==> src/include/i3c_standby_cfg.svh <==
// Widths and reset-action codes shared by the I3C standby controller
`ifndef I3C_STANDBY_CFG_SVH
`define I3C_STANDBY_CFG_SVH

// Bus timing thresholds and the bus-condition counter
`define I3C_TIMER_W 20

// One data byte on the I3C bus
`define I3C_BYTE_W 8

// RSTACT defining bytes that this target acts on
`define I3C_RSTACT_PERIPH 8'h01
`define I3C_RSTACT_ESCALATE 8'h02

`endif
==> src/rtl/i3c_bus_pkg.sv <==
// Bus-side types: bus event bundle, timer counts and bus bytes
`include "i3c_standby_cfg.svh"

package i3c_bus_pkg;

  // Data byte as shifted in or out on SDA
  typedef logic [`I3C_BYTE_W-1:0] bus_byte_t;

  // Timing threshold or clock count
  typedef logic [`I3C_TIMER_W-1:0] bus_time_t;

  // Per-cycle bus conditions from the bus monitor
  typedef struct packed {
    logic start_det;
    logic rstart_det;
    logic stop_det;
    logic scl_posedge;
    logic sda_value;
  } bus_event_t;

endpackage

==> src/rtl/i3c_xfer_pkg.sv <==
// Transfer-side types: owner enum, engine request and response bundles, reset action
`include "i3c_standby_cfg.svh"

package i3c_xfer_pkg;

  import i3c_bus_pkg::*;

  // Engine that currently owns the shared TX and RX engines
  typedef enum logic [1:0] {
    OwnerFsm,
    OwnerCcc,
    OwnerIbi
  } xfer_owner_e;

  // Transmit request towards the timed SDA driver
  typedef struct packed {
    logic      req_byte;
    logic      req_bit;
    bus_byte_t value;
    logic      sel_od_pp;
  } tx_req_t;

  // Receive request towards the SDA sampler
  typedef struct packed {
    logic req_byte;
    logic req_bit;
  } rx_req_t;

  // Status returned to the owning engine
  typedef struct packed {
    logic      tx_done;
    logic      tx_idle;
    logic      tx_err;
    logic      rx_done;
    logic      rx_idle;
    bus_byte_t rx_data;
  } xfer_rsp_t;

  // Defining byte of the RSTACT CCC
  typedef logic [7:0] rst_action_t;

endpackage

==> src/rtl/i3c_standby_ctrl.sv <==
// Top level of the standby coordination core: arbiter, receiver, timers, reset control
`timescale 1ns/1ps

module i3c_standby_ctrl
  import i3c_bus_pkg::*;
  import i3c_xfer_pkg::*;
(
  input  logic        clk_i,
  input  logic        rst_ni,

  // Engine hand-off
  input  logic        ccc_valid_i,
  input  logic        ibi_begin_i,
  input  logic        ccc_done_i,
  input  logic        ccc_next_i,
  input  logic        ibi_done_i,

  // Engine requests and responses
  input  tx_req_t     fsm_tx_req_i,
  input  tx_req_t     ccc_tx_req_i,
  input  tx_req_t     ibi_tx_req_i,
  input  rx_req_t     fsm_rx_req_i,
  input  rx_req_t     ccc_rx_req_i,
  input  rx_req_t     ibi_rx_req_i,
  output xfer_rsp_t   fsm_rsp_o,
  output xfer_rsp_t   ccc_rsp_o,
  output xfer_rsp_t   ibi_rsp_o,
  output xfer_owner_e owner_o,

  // SDA transmitter
  output tx_req_t     bus_tx_req_o,
  input  logic        bus_tx_done_i,
  input  logic        bus_tx_idle_i,
  input  logic        bus_tx_err_i,

  // Bus conditions
  input  bus_event_t  bus_evt_i,
  input  logic        bus_enable_i,
  input  bus_time_t   t_bus_free_i,
  input  bus_time_t   t_bus_idle_i,
  input  bus_time_t   t_bus_available_i,
  output logic        bus_free_o,
  output logic        bus_idle_o,
  output logic        bus_available_o,

  // Target reset
  input  rst_action_t rst_action_i,
  input  logic        rst_action_valid_i,
  input  logic        target_reset_det_i,
  input  logic        escalate_i,
  input  logic        rstact_armed_i,
  input  logic        peripheral_reset_done_i,
  output logic        peripheral_reset_o,
  output logic        escalated_reset_o
);

  rx_req_t   bus_rx_req;
  bus_byte_t rx_data;
  logic      rx_done;
  logic      rx_idle;

  xfer_arbiter u_xfer_arbiter (
    .clk_i,
    .rst_ni,
    .ccc_valid_i,
    .ibi_begin_i,
    .ccc_done_i,
    .ccc_next_i,
    .ibi_done_i,
    .fsm_tx_req_i,
    .ccc_tx_req_i,
    .ibi_tx_req_i,
    .fsm_rx_req_i,
    .ccc_rx_req_i,
    .ibi_rx_req_i,
    .bus_tx_done_i,
    .bus_tx_idle_i,
    .bus_tx_err_i,
    .rx_done_i    (rx_done),
    .rx_idle_i    (rx_idle),
    .rx_data_i    (rx_data),
    .bus_tx_req_o,
    .bus_rx_req_o (bus_rx_req),
    .fsm_rsp_o,
    .ccc_rsp_o,
    .ibi_rsp_o,
    .owner_o
  );

  bus_rx_shifter u_bus_rx_shifter (
    .clk_i,
    .rst_ni,
    .bus_evt_i,
    .rx_req_i  (bus_rx_req),
    .rx_data_o (rx_data),
    .rx_done_o (rx_done),
    .rx_idle_o (rx_idle)
  );

  bus_timers u_bus_timers (
    .clk_i,
    .rst_ni,
    .bus_enable_i,
    .bus_evt_i,
    .t_bus_free_i,
    .t_bus_idle_i,
    .t_bus_available_i,
    .bus_free_o,
    .bus_idle_o,
    .bus_available_o
  );

  target_reset_ctrl u_target_reset_ctrl (
    .clk_i,
    .rst_ni,
    .rst_action_i,
    .rst_action_valid_i,
    .target_reset_det_i,
    .escalate_i,
    .rstact_armed_i,
    .peripheral_reset_done_i,
    .peripheral_reset_o,
    .escalated_reset_o
  );

endmodule

==> src/rtl/target_reset_ctrl.sv <==
// Peripheral and escalated reset outputs driven by RSTACT and target-reset patterns
`timescale 1ns/1ps
`include "i3c_standby_cfg.svh"

module target_reset_ctrl
  import i3c_xfer_pkg::*;
(
  input  logic        clk_i,
  input  logic        rst_ni,
  input  rst_action_t rst_action_i,
  input  logic        rst_action_valid_i,
  input  logic        target_reset_det_i,
  input  logic        escalate_i,
  input  logic        rstact_armed_i,
  input  logic        peripheral_reset_done_i,
  output logic        peripheral_reset_o,
  output logic        escalated_reset_o
);

  logic periph_trig;
  logic escalate_trig;
  logic periph_q;
  logic escalated_q;

  // First reset pattern resets the peripheral, a second one escalates
  assign periph_trig = (rst_action_valid_i && rst_action_i == `I3C_RSTACT_PERIPH) ||
                       (target_reset_det_i && !escalate_i && !rstact_armed_i);
  assign escalate_trig = (rst_action_valid_i && rst_action_i == `I3C_RSTACT_ESCALATE) ||
                         (target_reset_det_i && escalate_i && !rstact_armed_i);

  always_ff @(posedge clk_i or negedge rst_ni) begin
    if (!rst_ni) begin
      periph_q <= 1'b0;
    end else if (peripheral_reset_done_i) begin
      periph_q <= 1'b0;
    end else if (periph_trig) begin
      periph_q <= 1'b1;
    end
  end

  // Sticky until the next chip reset
  always_ff @(posedge clk_i or negedge rst_ni) begin
    if (!rst_ni) begin
      escalated_q <= 1'b0;
    end else if (escalate_trig) begin
      escalated_q <= 1'b1;
    end
  end

  assign peripheral_reset_o = periph_q;
  assign escalated_reset_o  = escalated_q;

endmodule

==> src/rtl/bus_timers.sv <==
// Bus free, idle and available detection from a counter restarted at STOP
`timescale 1ns/1ps

module bus_timers
  import i3c_bus_pkg::*;
(
  input  logic       clk_i,
  input  logic       rst_ni,
  input  logic       bus_enable_i,
  input  bus_event_t bus_evt_i,
  input  bus_time_t  t_bus_free_i,
  input  bus_time_t  t_bus_idle_i,
  input  bus_time_t  t_bus_available_i,
  output logic       bus_free_o,
  output logic       bus_idle_o,
  output logic       bus_available_o
);

  bus_time_t count_q;
  logic      free_q;
  logic      idle_q;
  logic      available_q;

  // Saturating count of clocks since the last STOP
  always_ff @(posedge clk_i or negedge rst_ni) begin
    if (!rst_ni) begin
      count_q <= '0;
    end else if (!bus_enable_i || bus_evt_i.stop_det) begin
      count_q <= '0;
    end else if (count_q != '1) begin
      count_q <= count_q + 1'b1;
    end
  end

  // Levels lag the count by one clock
  always_ff @(posedge clk_i or negedge rst_ni) begin
    if (!rst_ni) begin
      free_q      <= 1'b0;
      idle_q      <= 1'b0;
      available_q <= 1'b0;
    end else begin
      free_q      <= bus_enable_i && (count_q >= t_bus_free_i);
      idle_q      <= bus_enable_i && (count_q >= t_bus_idle_i);
      available_q <= bus_enable_i && (count_q >= t_bus_available_i);
    end
  end

  assign bus_free_o      = free_q;
  assign bus_idle_o      = idle_q;
  assign bus_available_o = available_q;

endmodule

==> src/rtl/bus_rx_shifter.sv <==
// SDA receiver for one bit or one byte, sampled on SCL rising edges
`timescale 1ns/1ps
`include "i3c_standby_cfg.svh"

module bus_rx_shifter
  import i3c_bus_pkg::*;
  import i3c_xfer_pkg::*;
(
  input  logic       clk_i,
  input  logic       rst_ni,
  input  bus_event_t bus_evt_i,
  input  rx_req_t    rx_req_i,
  output bus_byte_t  rx_data_o,
  output logic       rx_done_o,
  output logic       rx_idle_o
);

  localparam int unsigned CntW = $clog2(`I3C_BYTE_W + 1);

  bus_byte_t       shift_q;
  logic [CntW-1:0] remain_q;
  logic            idle_q;
  logic            done_q;

  always_ff @(posedge clk_i or negedge rst_ni) begin
    if (!rst_ni) begin
      shift_q  <= '0;
      remain_q <= '0;
      idle_q   <= 1'b1;
      done_q   <= 1'b0;
    end else begin
      done_q <= 1'b0;
      if (idle_q) begin
        // Byte request wins if both strobes show up together
        if (rx_req_i.req_byte || rx_req_i.req_bit) begin
          shift_q  <= '0;
          remain_q <= rx_req_i.req_byte ? CntW'(`I3C_BYTE_W) : CntW'(1);
          idle_q   <= 1'b0;
        end
      end else if (bus_evt_i.scl_posedge) begin
        // MSB first, so a lone bit ends up in bit 0
        shift_q  <= {shift_q[`I3C_BYTE_W-2:0], bus_evt_i.sda_value};
        remain_q <= remain_q - 1'b1;
        if (remain_q == CntW'(1)) begin
          done_q <= 1'b1;
          idle_q <= 1'b1;
        end
      end
    end
  end

  assign rx_data_o = shift_q;
  assign rx_done_o = done_q;
  assign rx_idle_o = idle_q;

endmodule

==> src/rtl/xfer_arbiter.sv <==
// Transfer-owner register and request/response routing between the three engines
`timescale 1ns/1ps

module xfer_arbiter
  import i3c_bus_pkg::*;
  import i3c_xfer_pkg::*;
(
  input  logic        clk_i,
  input  logic        rst_ni,

  input  logic        ccc_valid_i,
  input  logic        ibi_begin_i,
  input  logic        ccc_done_i,
  input  logic        ccc_next_i,
  input  logic        ibi_done_i,

  input  tx_req_t     fsm_tx_req_i,
  input  tx_req_t     ccc_tx_req_i,
  input  tx_req_t     ibi_tx_req_i,
  input  rx_req_t     fsm_rx_req_i,
  input  rx_req_t     ccc_rx_req_i,
  input  rx_req_t     ibi_rx_req_i,

  input  logic        bus_tx_done_i,
  input  logic        bus_tx_idle_i,
  input  logic        bus_tx_err_i,
  input  logic        rx_done_i,
  input  logic        rx_idle_i,
  input  bus_byte_t   rx_data_i,

  output tx_req_t     bus_tx_req_o,
  output rx_req_t     bus_rx_req_o,
  output xfer_rsp_t   fsm_rsp_o,
  output xfer_rsp_t   ccc_rsp_o,
  output xfer_rsp_t   ibi_rsp_o,
  output xfer_owner_e owner_o
);

  xfer_owner_e owner_q;
  xfer_owner_e owner_d;
  xfer_rsp_t   bus_rsp;

  // Hand-off only leaves the FSM on an unambiguous request
  always_comb begin
    owner_d = owner_q;
    unique case (owner_q)
      OwnerFsm: begin
        if (ccc_valid_i && !ibi_begin_i) begin
          owner_d = OwnerCcc;
        end else if (ibi_begin_i && !ccc_valid_i) begin
          owner_d = OwnerIbi;
        end
      end
      OwnerCcc: begin
        if (ccc_done_i || ccc_next_i) begin
          owner_d = OwnerFsm;
        end
      end
      OwnerIbi: begin
        if (ibi_done_i) begin
          owner_d = OwnerFsm;
        end
      end
      default: owner_d = OwnerFsm;
    endcase
  end

  always_ff @(posedge clk_i or negedge rst_ni) begin
    if (!rst_ni) begin
      owner_q <= OwnerFsm;
    end else begin
      owner_q <= owner_d;
    end
  end

  assign bus_rsp = '{
    tx_done: bus_tx_done_i,
    tx_idle: bus_tx_idle_i,
    tx_err:  bus_tx_err_i,
    rx_done: rx_done_i,
    rx_idle: rx_idle_i,
    rx_data: rx_data_i
  };

  // Non-owners see an all-zero response
  always_comb begin
    bus_tx_req_o = '0;
    bus_rx_req_o = '0;
    fsm_rsp_o    = '0;
    ccc_rsp_o    = '0;
    ibi_rsp_o    = '0;
    unique case (owner_q)
      OwnerFsm: begin
        bus_tx_req_o = fsm_tx_req_i;
        bus_rx_req_o = fsm_rx_req_i;
        fsm_rsp_o    = bus_rsp;
      end
      OwnerCcc: begin
        bus_tx_req_o = ccc_tx_req_i;
        bus_rx_req_o = ccc_rx_req_i;
        ccc_rsp_o    = bus_rsp;
      end
      OwnerIbi: begin
        bus_tx_req_o = ibi_tx_req_i;
        bus_rx_req_o = ibi_rx_req_i;
        ibi_rsp_o    = bus_rsp;
      end
      default: ;
    endcase
  end

  assign owner_o = owner_q;

endmodule

==> config.mk <==
export PLATFORM = sky130hd
export DESIGN_NAME = i3c_standby_ctrl
export DESIGN_NICKNAME = d
export VERILOG_FILES = /design/src/rtl/i3c_bus_pkg.sv /design/src/rtl/i3c_xfer_pkg.sv /design/src/rtl/i3c_standby_ctrl.sv /design/src/rtl/target_reset_ctrl.sv /design/src/rtl/bus_timers.sv /design/src/rtl/bus_rx_shifter.sv /design/src/rtl/xfer_arbiter.sv
export VERILOG_INCLUDE_DIRS = /design/src /design/src/include
export SDC_FILE = /design/constraint.sdc
export NUM_CORES = 1
export LEC_CHECK = 0
export ABC_CLOCK_PERIOD_IN_PS = 2000
export BUFFER_PORTS_ARGS = -buffer_cell sky130_fd_sc_hd__buf_2
export CORE_AREA = 5 5 109 90
export DETAILED_ROUTE_END_ITERATION = 16
export DIE_AREA = 0 0 114 95
export PLACE_DENSITY = 0.82
export SYNTH_ARGS = -nofsm -noshare
export SYNTH_HDL_FRONTEND = slang
export SYNTH_SLANG_ARGS = --single-unit
==> constraint.sdc <==
create_clock -name clk_i -period 2 [get_ports clk_i]
set_input_delay 0.1 -clock clk_i [delete_from_list [all_inputs] [get_ports clk_i]]
set_output_delay 0.1 -clock clk_i [all_outputs]
set_load 0.02 [all_outputs]
==> run summary <==
Synthesized netlist cell count -> 504
Slew margin rel. -> 56.70%
Static Leak -> 0.002989 uW
DP HPWL -> 9.848 mm
Pins over their slew limit -> 0
Yosys Warn Count -> 0
Row count -> 31
Drt initial violations -> 218
Post-DRT Antenna Nets -> 0
Global route overflow -> 0
Ys async rst share -> 100.0%
Total wire length -> 11.88 mm
Unique cell type count in the Yosys netlist -> 53
WHS Path Cells -> 2
Final hold viol count -> 0
Worst path required time -> 2210 ps
Worst path bufs/invs -> 0
Final setup viols -> 0
EDFF count, synth -> 0
Synthesized area per cell -> 8.153 um^2
Routed length per instance -> 14.77 um
Clock Path Buffers -> 2
CP Max Fanout -> 7
Reg2reg path depth -> 5
P per Cell Area -> 508.7 nW/um^2
First-pass GRT wire length -> 19.28 mm
# clock sinks -> 41
Post-CTS setup buffer count -> 0
Maxcap violations -> 0
Worst VDD drop -> 296.9 uV
Largest net degree at the start of global routing -> 25
Placeable Area -> 8727 um^2
Initial Util -> 47.08%
Clock Latency Late Sink -> 290 ps
PortBufs -> 182
CP Capture Type -> register
Vias per cell -> 5.359
Ports -> 185
CP Class -> register to register
TNS Setup -> 0 ps
Hold_sp -> bus_evt_i[0]
Net Count, Synth -> 695
Worst Path Arrival -> 2090 ps
Commonest cells after routing, fill and taps aside -> buf_2, inv_1, ha_1
DRC -> 0
Via Count -> 4309
Core Util, Final -> 60.63%
Cell with the largest stage delay on the worst path -> or4_1
Clock H-tree levels -> 2
Reg2reg setup slack -> 120 ps
Hold crit path type -> input pin to register
WHS Endpoint -> u_bus_rx_shifter.rx_data_o[0]
CP max stage delay -> 590 ps
Tightest Pin Transition -> 648.2 ps
Initial antenna violation count -> 0
Total CTS buffers -> 5
Ys flop type -> dfrtp_1
Synthesized flop and latch total -> 41
GP Congestion -> 0.8998
Clock Root Buffer -> clkbuf_8
Die area -> 10830 um^2
RSZ-0062 raised after global routing -> false
Die width -> 114 um
Tcrit/Tclk final -> 94.19%
Vias in the first global route -> 4314
CP Cell Sequence -> ha_1 > nand2_1 > or4_1 > nand4b_1 > o211ai_1
1st-pass router iterations -> 4
Die Y -> 95 um
Worst Clk Skew -> 4.692 ps
Sequential fraction of the synthesis area -> 25.00%
R2r endpoint -> u_bus_timers.bus_available_o
F_max -> 0.5309 GHz
Share of cells above drive strength 1 -> 31.20%
Layout area overhead -> 28.78%
Cell Area, Synth -> 4109 um^2
Family with the most delay on the worst path -> simple AND/OR/NAND/NOR gates
CTS tree -> built
Status -> finished clean
GRT Total Usage -> 21.27%
Type of origin of the critical path -> register
Commonest non-fill, non-tap cell in the layout -> buf_2
Nets -> 879
Antenna diode count -> 0
RR Startpoint -> u_bus_timers.count_q[19]
CTS clock-pin slew for the worst setup and hold paths -> 80 ps
Fill cells -> 787
Tmin final -> 1884 ps
what timing repair did:
item	4_1_cts	5_1_grt
hold endpoints to repair	18	0
hold buffers	2	0
gates resized for setup	0	2
endpoints found under the setup margin	0	9
per-stage QoR:
step	cells	hold slack (ps)	setup slack (ps)	total power [uW]	instance area (um^2)
floorplan	504	-195.6	341.0	1650	4109
global placement	794	49.14	193.0	2004	5160
detailed placement	794	54.89	143.3	2051	5160
CTS	804	49.90	119.8	2714	5288
global route	804	52.46	6.129	2871	5291
finish	804	55.74	116.3	2692	5291
worst max path at each step:
stage | from | to | slack (ps) | depth (start not counted)
finish | u_bus_timers.count_q[19] | u_bus_timers.bus_available_o | 120 | 5
global route | u_bus_timers.count_q[19] | u_bus_timers.bus_available_o | 6 | 5
CTS | u_bus_timers.count_q[19] | u_bus_timers.bus_available_o | 120 | 5
detailed placement | u_bus_timers.count_q[17] | u_bus_timers.bus_available_o | 140 | 5
global placement | u_bus_timers.count_q[5] | u_bus_timers.bus_idle_o | 190 | 5
floorplan | u_bus_timers.count_q[17] | u_bus_timers.bus_available_o | 340 | 5
registers in the layout (all words and copies together) (netlist names):
signal	flops
u_bus_timers.bus_idle_o	1
u_bus_rx_shifter.rx_data_o	8
u_target_reset_ctrl.peripheral_reset_o	1
u_bus_timers.bus_available_o	1
u_xfer_arbiter.owner_o	2
u_target_reset_ctrl.escalated_reset_o	1
u_bus_rx_shifter.rx_done_o	1
u_bus_timers.count_q	20
u_bus_timers.bus_free_o	1
u_bus_rx_shifter.rx_idle_o	1
u_bus_rx_shifter.remain_q	4
per-layer routing:
| metal | vias up | wire, um | GRT usage [%] |
|---|---|---|---|
| li1 | 2154 | - | - |
| met1 | 2023 | 5000 | 27.77 |
| met2 | 120 | 6101 | 37.52 |
| met3 | 12 | 680 | 3.011 |
| met4 | 0 | 95 | 4.550 |
| met5 | - | 0 | 0 |
cells in the mapped netlist (5+ instances only):
| cell type | number | area (um^2) |
|---|---|---|
| a2111o_1 | 5 | 56.30 |
| a21oi_1 | 35 | 175.2 |
| a22o_1 | 10 | 87.58 |
| and2_1 | 41 | 256.5 |
| and4_1 | 7 | 61.31 |
| buf_2 | 7 | 35.03 |
| clkbuf_1 | 9 | 33.78 |
| dfrtp_1 | 40 | 1001 |
| ha_1 | 63 | 788.3 |
| inv_1 | 66 | 247.7 |
| mux2i_1 | 17 | 170.2 |
| nand2_1 | 43 | 161.4 |
| nand2b_1 | 6 | 37.54 |
| nand3_1 | 15 | 75.07 |
| nand4_1 | 7 | 43.79 |
| nor2_1 | 21 | 78.83 |
| nor2b_1 | 6 | 37.54 |
| nor3_1 | 9 | 45.04 |
| nor3b_1 | 5 | 37.54 |
| o211ai_1 | 8 | 60.06 |
| o21ai_0 | 32 | 160.2 |
| o21ai_2 | 5 | 43.79 |
kinds of logic (layout without fill, tap and decap cells):
kind of cell | Yosys count | count (layout) | synth area share [%]
compound gates | 120 | 120 | 19.25
fa+ha+maj | 63 | 63 | 19.18
buf+inv | 85 | 270 | 8.435
flops | 41 | 41 | 25.00
mux | 18 | 18 | 4.415
simple gates | 177 | 177 | 23.72
final cells by class:
cell class / count / area [um^2] / area share (%)
clock buffer: 6 / 72.57 / 1.371
multi-input combinational: 378 / 2744 / 51.86
clock inverter: 2 / 35.03 / 0.6621
timing repair buffer: 196 / 1021 / 19.30
tap: 115 / 143.9 / 2.719
inverter: 66 / 247.7 / 4.682
sequential: 41 / 1027 / 19.41
power breakdown:
part           internal (uW)  switching [uW]
sequential               930             126
combinational            443             537
clock                    371             284
total                   1740             947
Note: power is estimated with default switching activity, not from simulation.
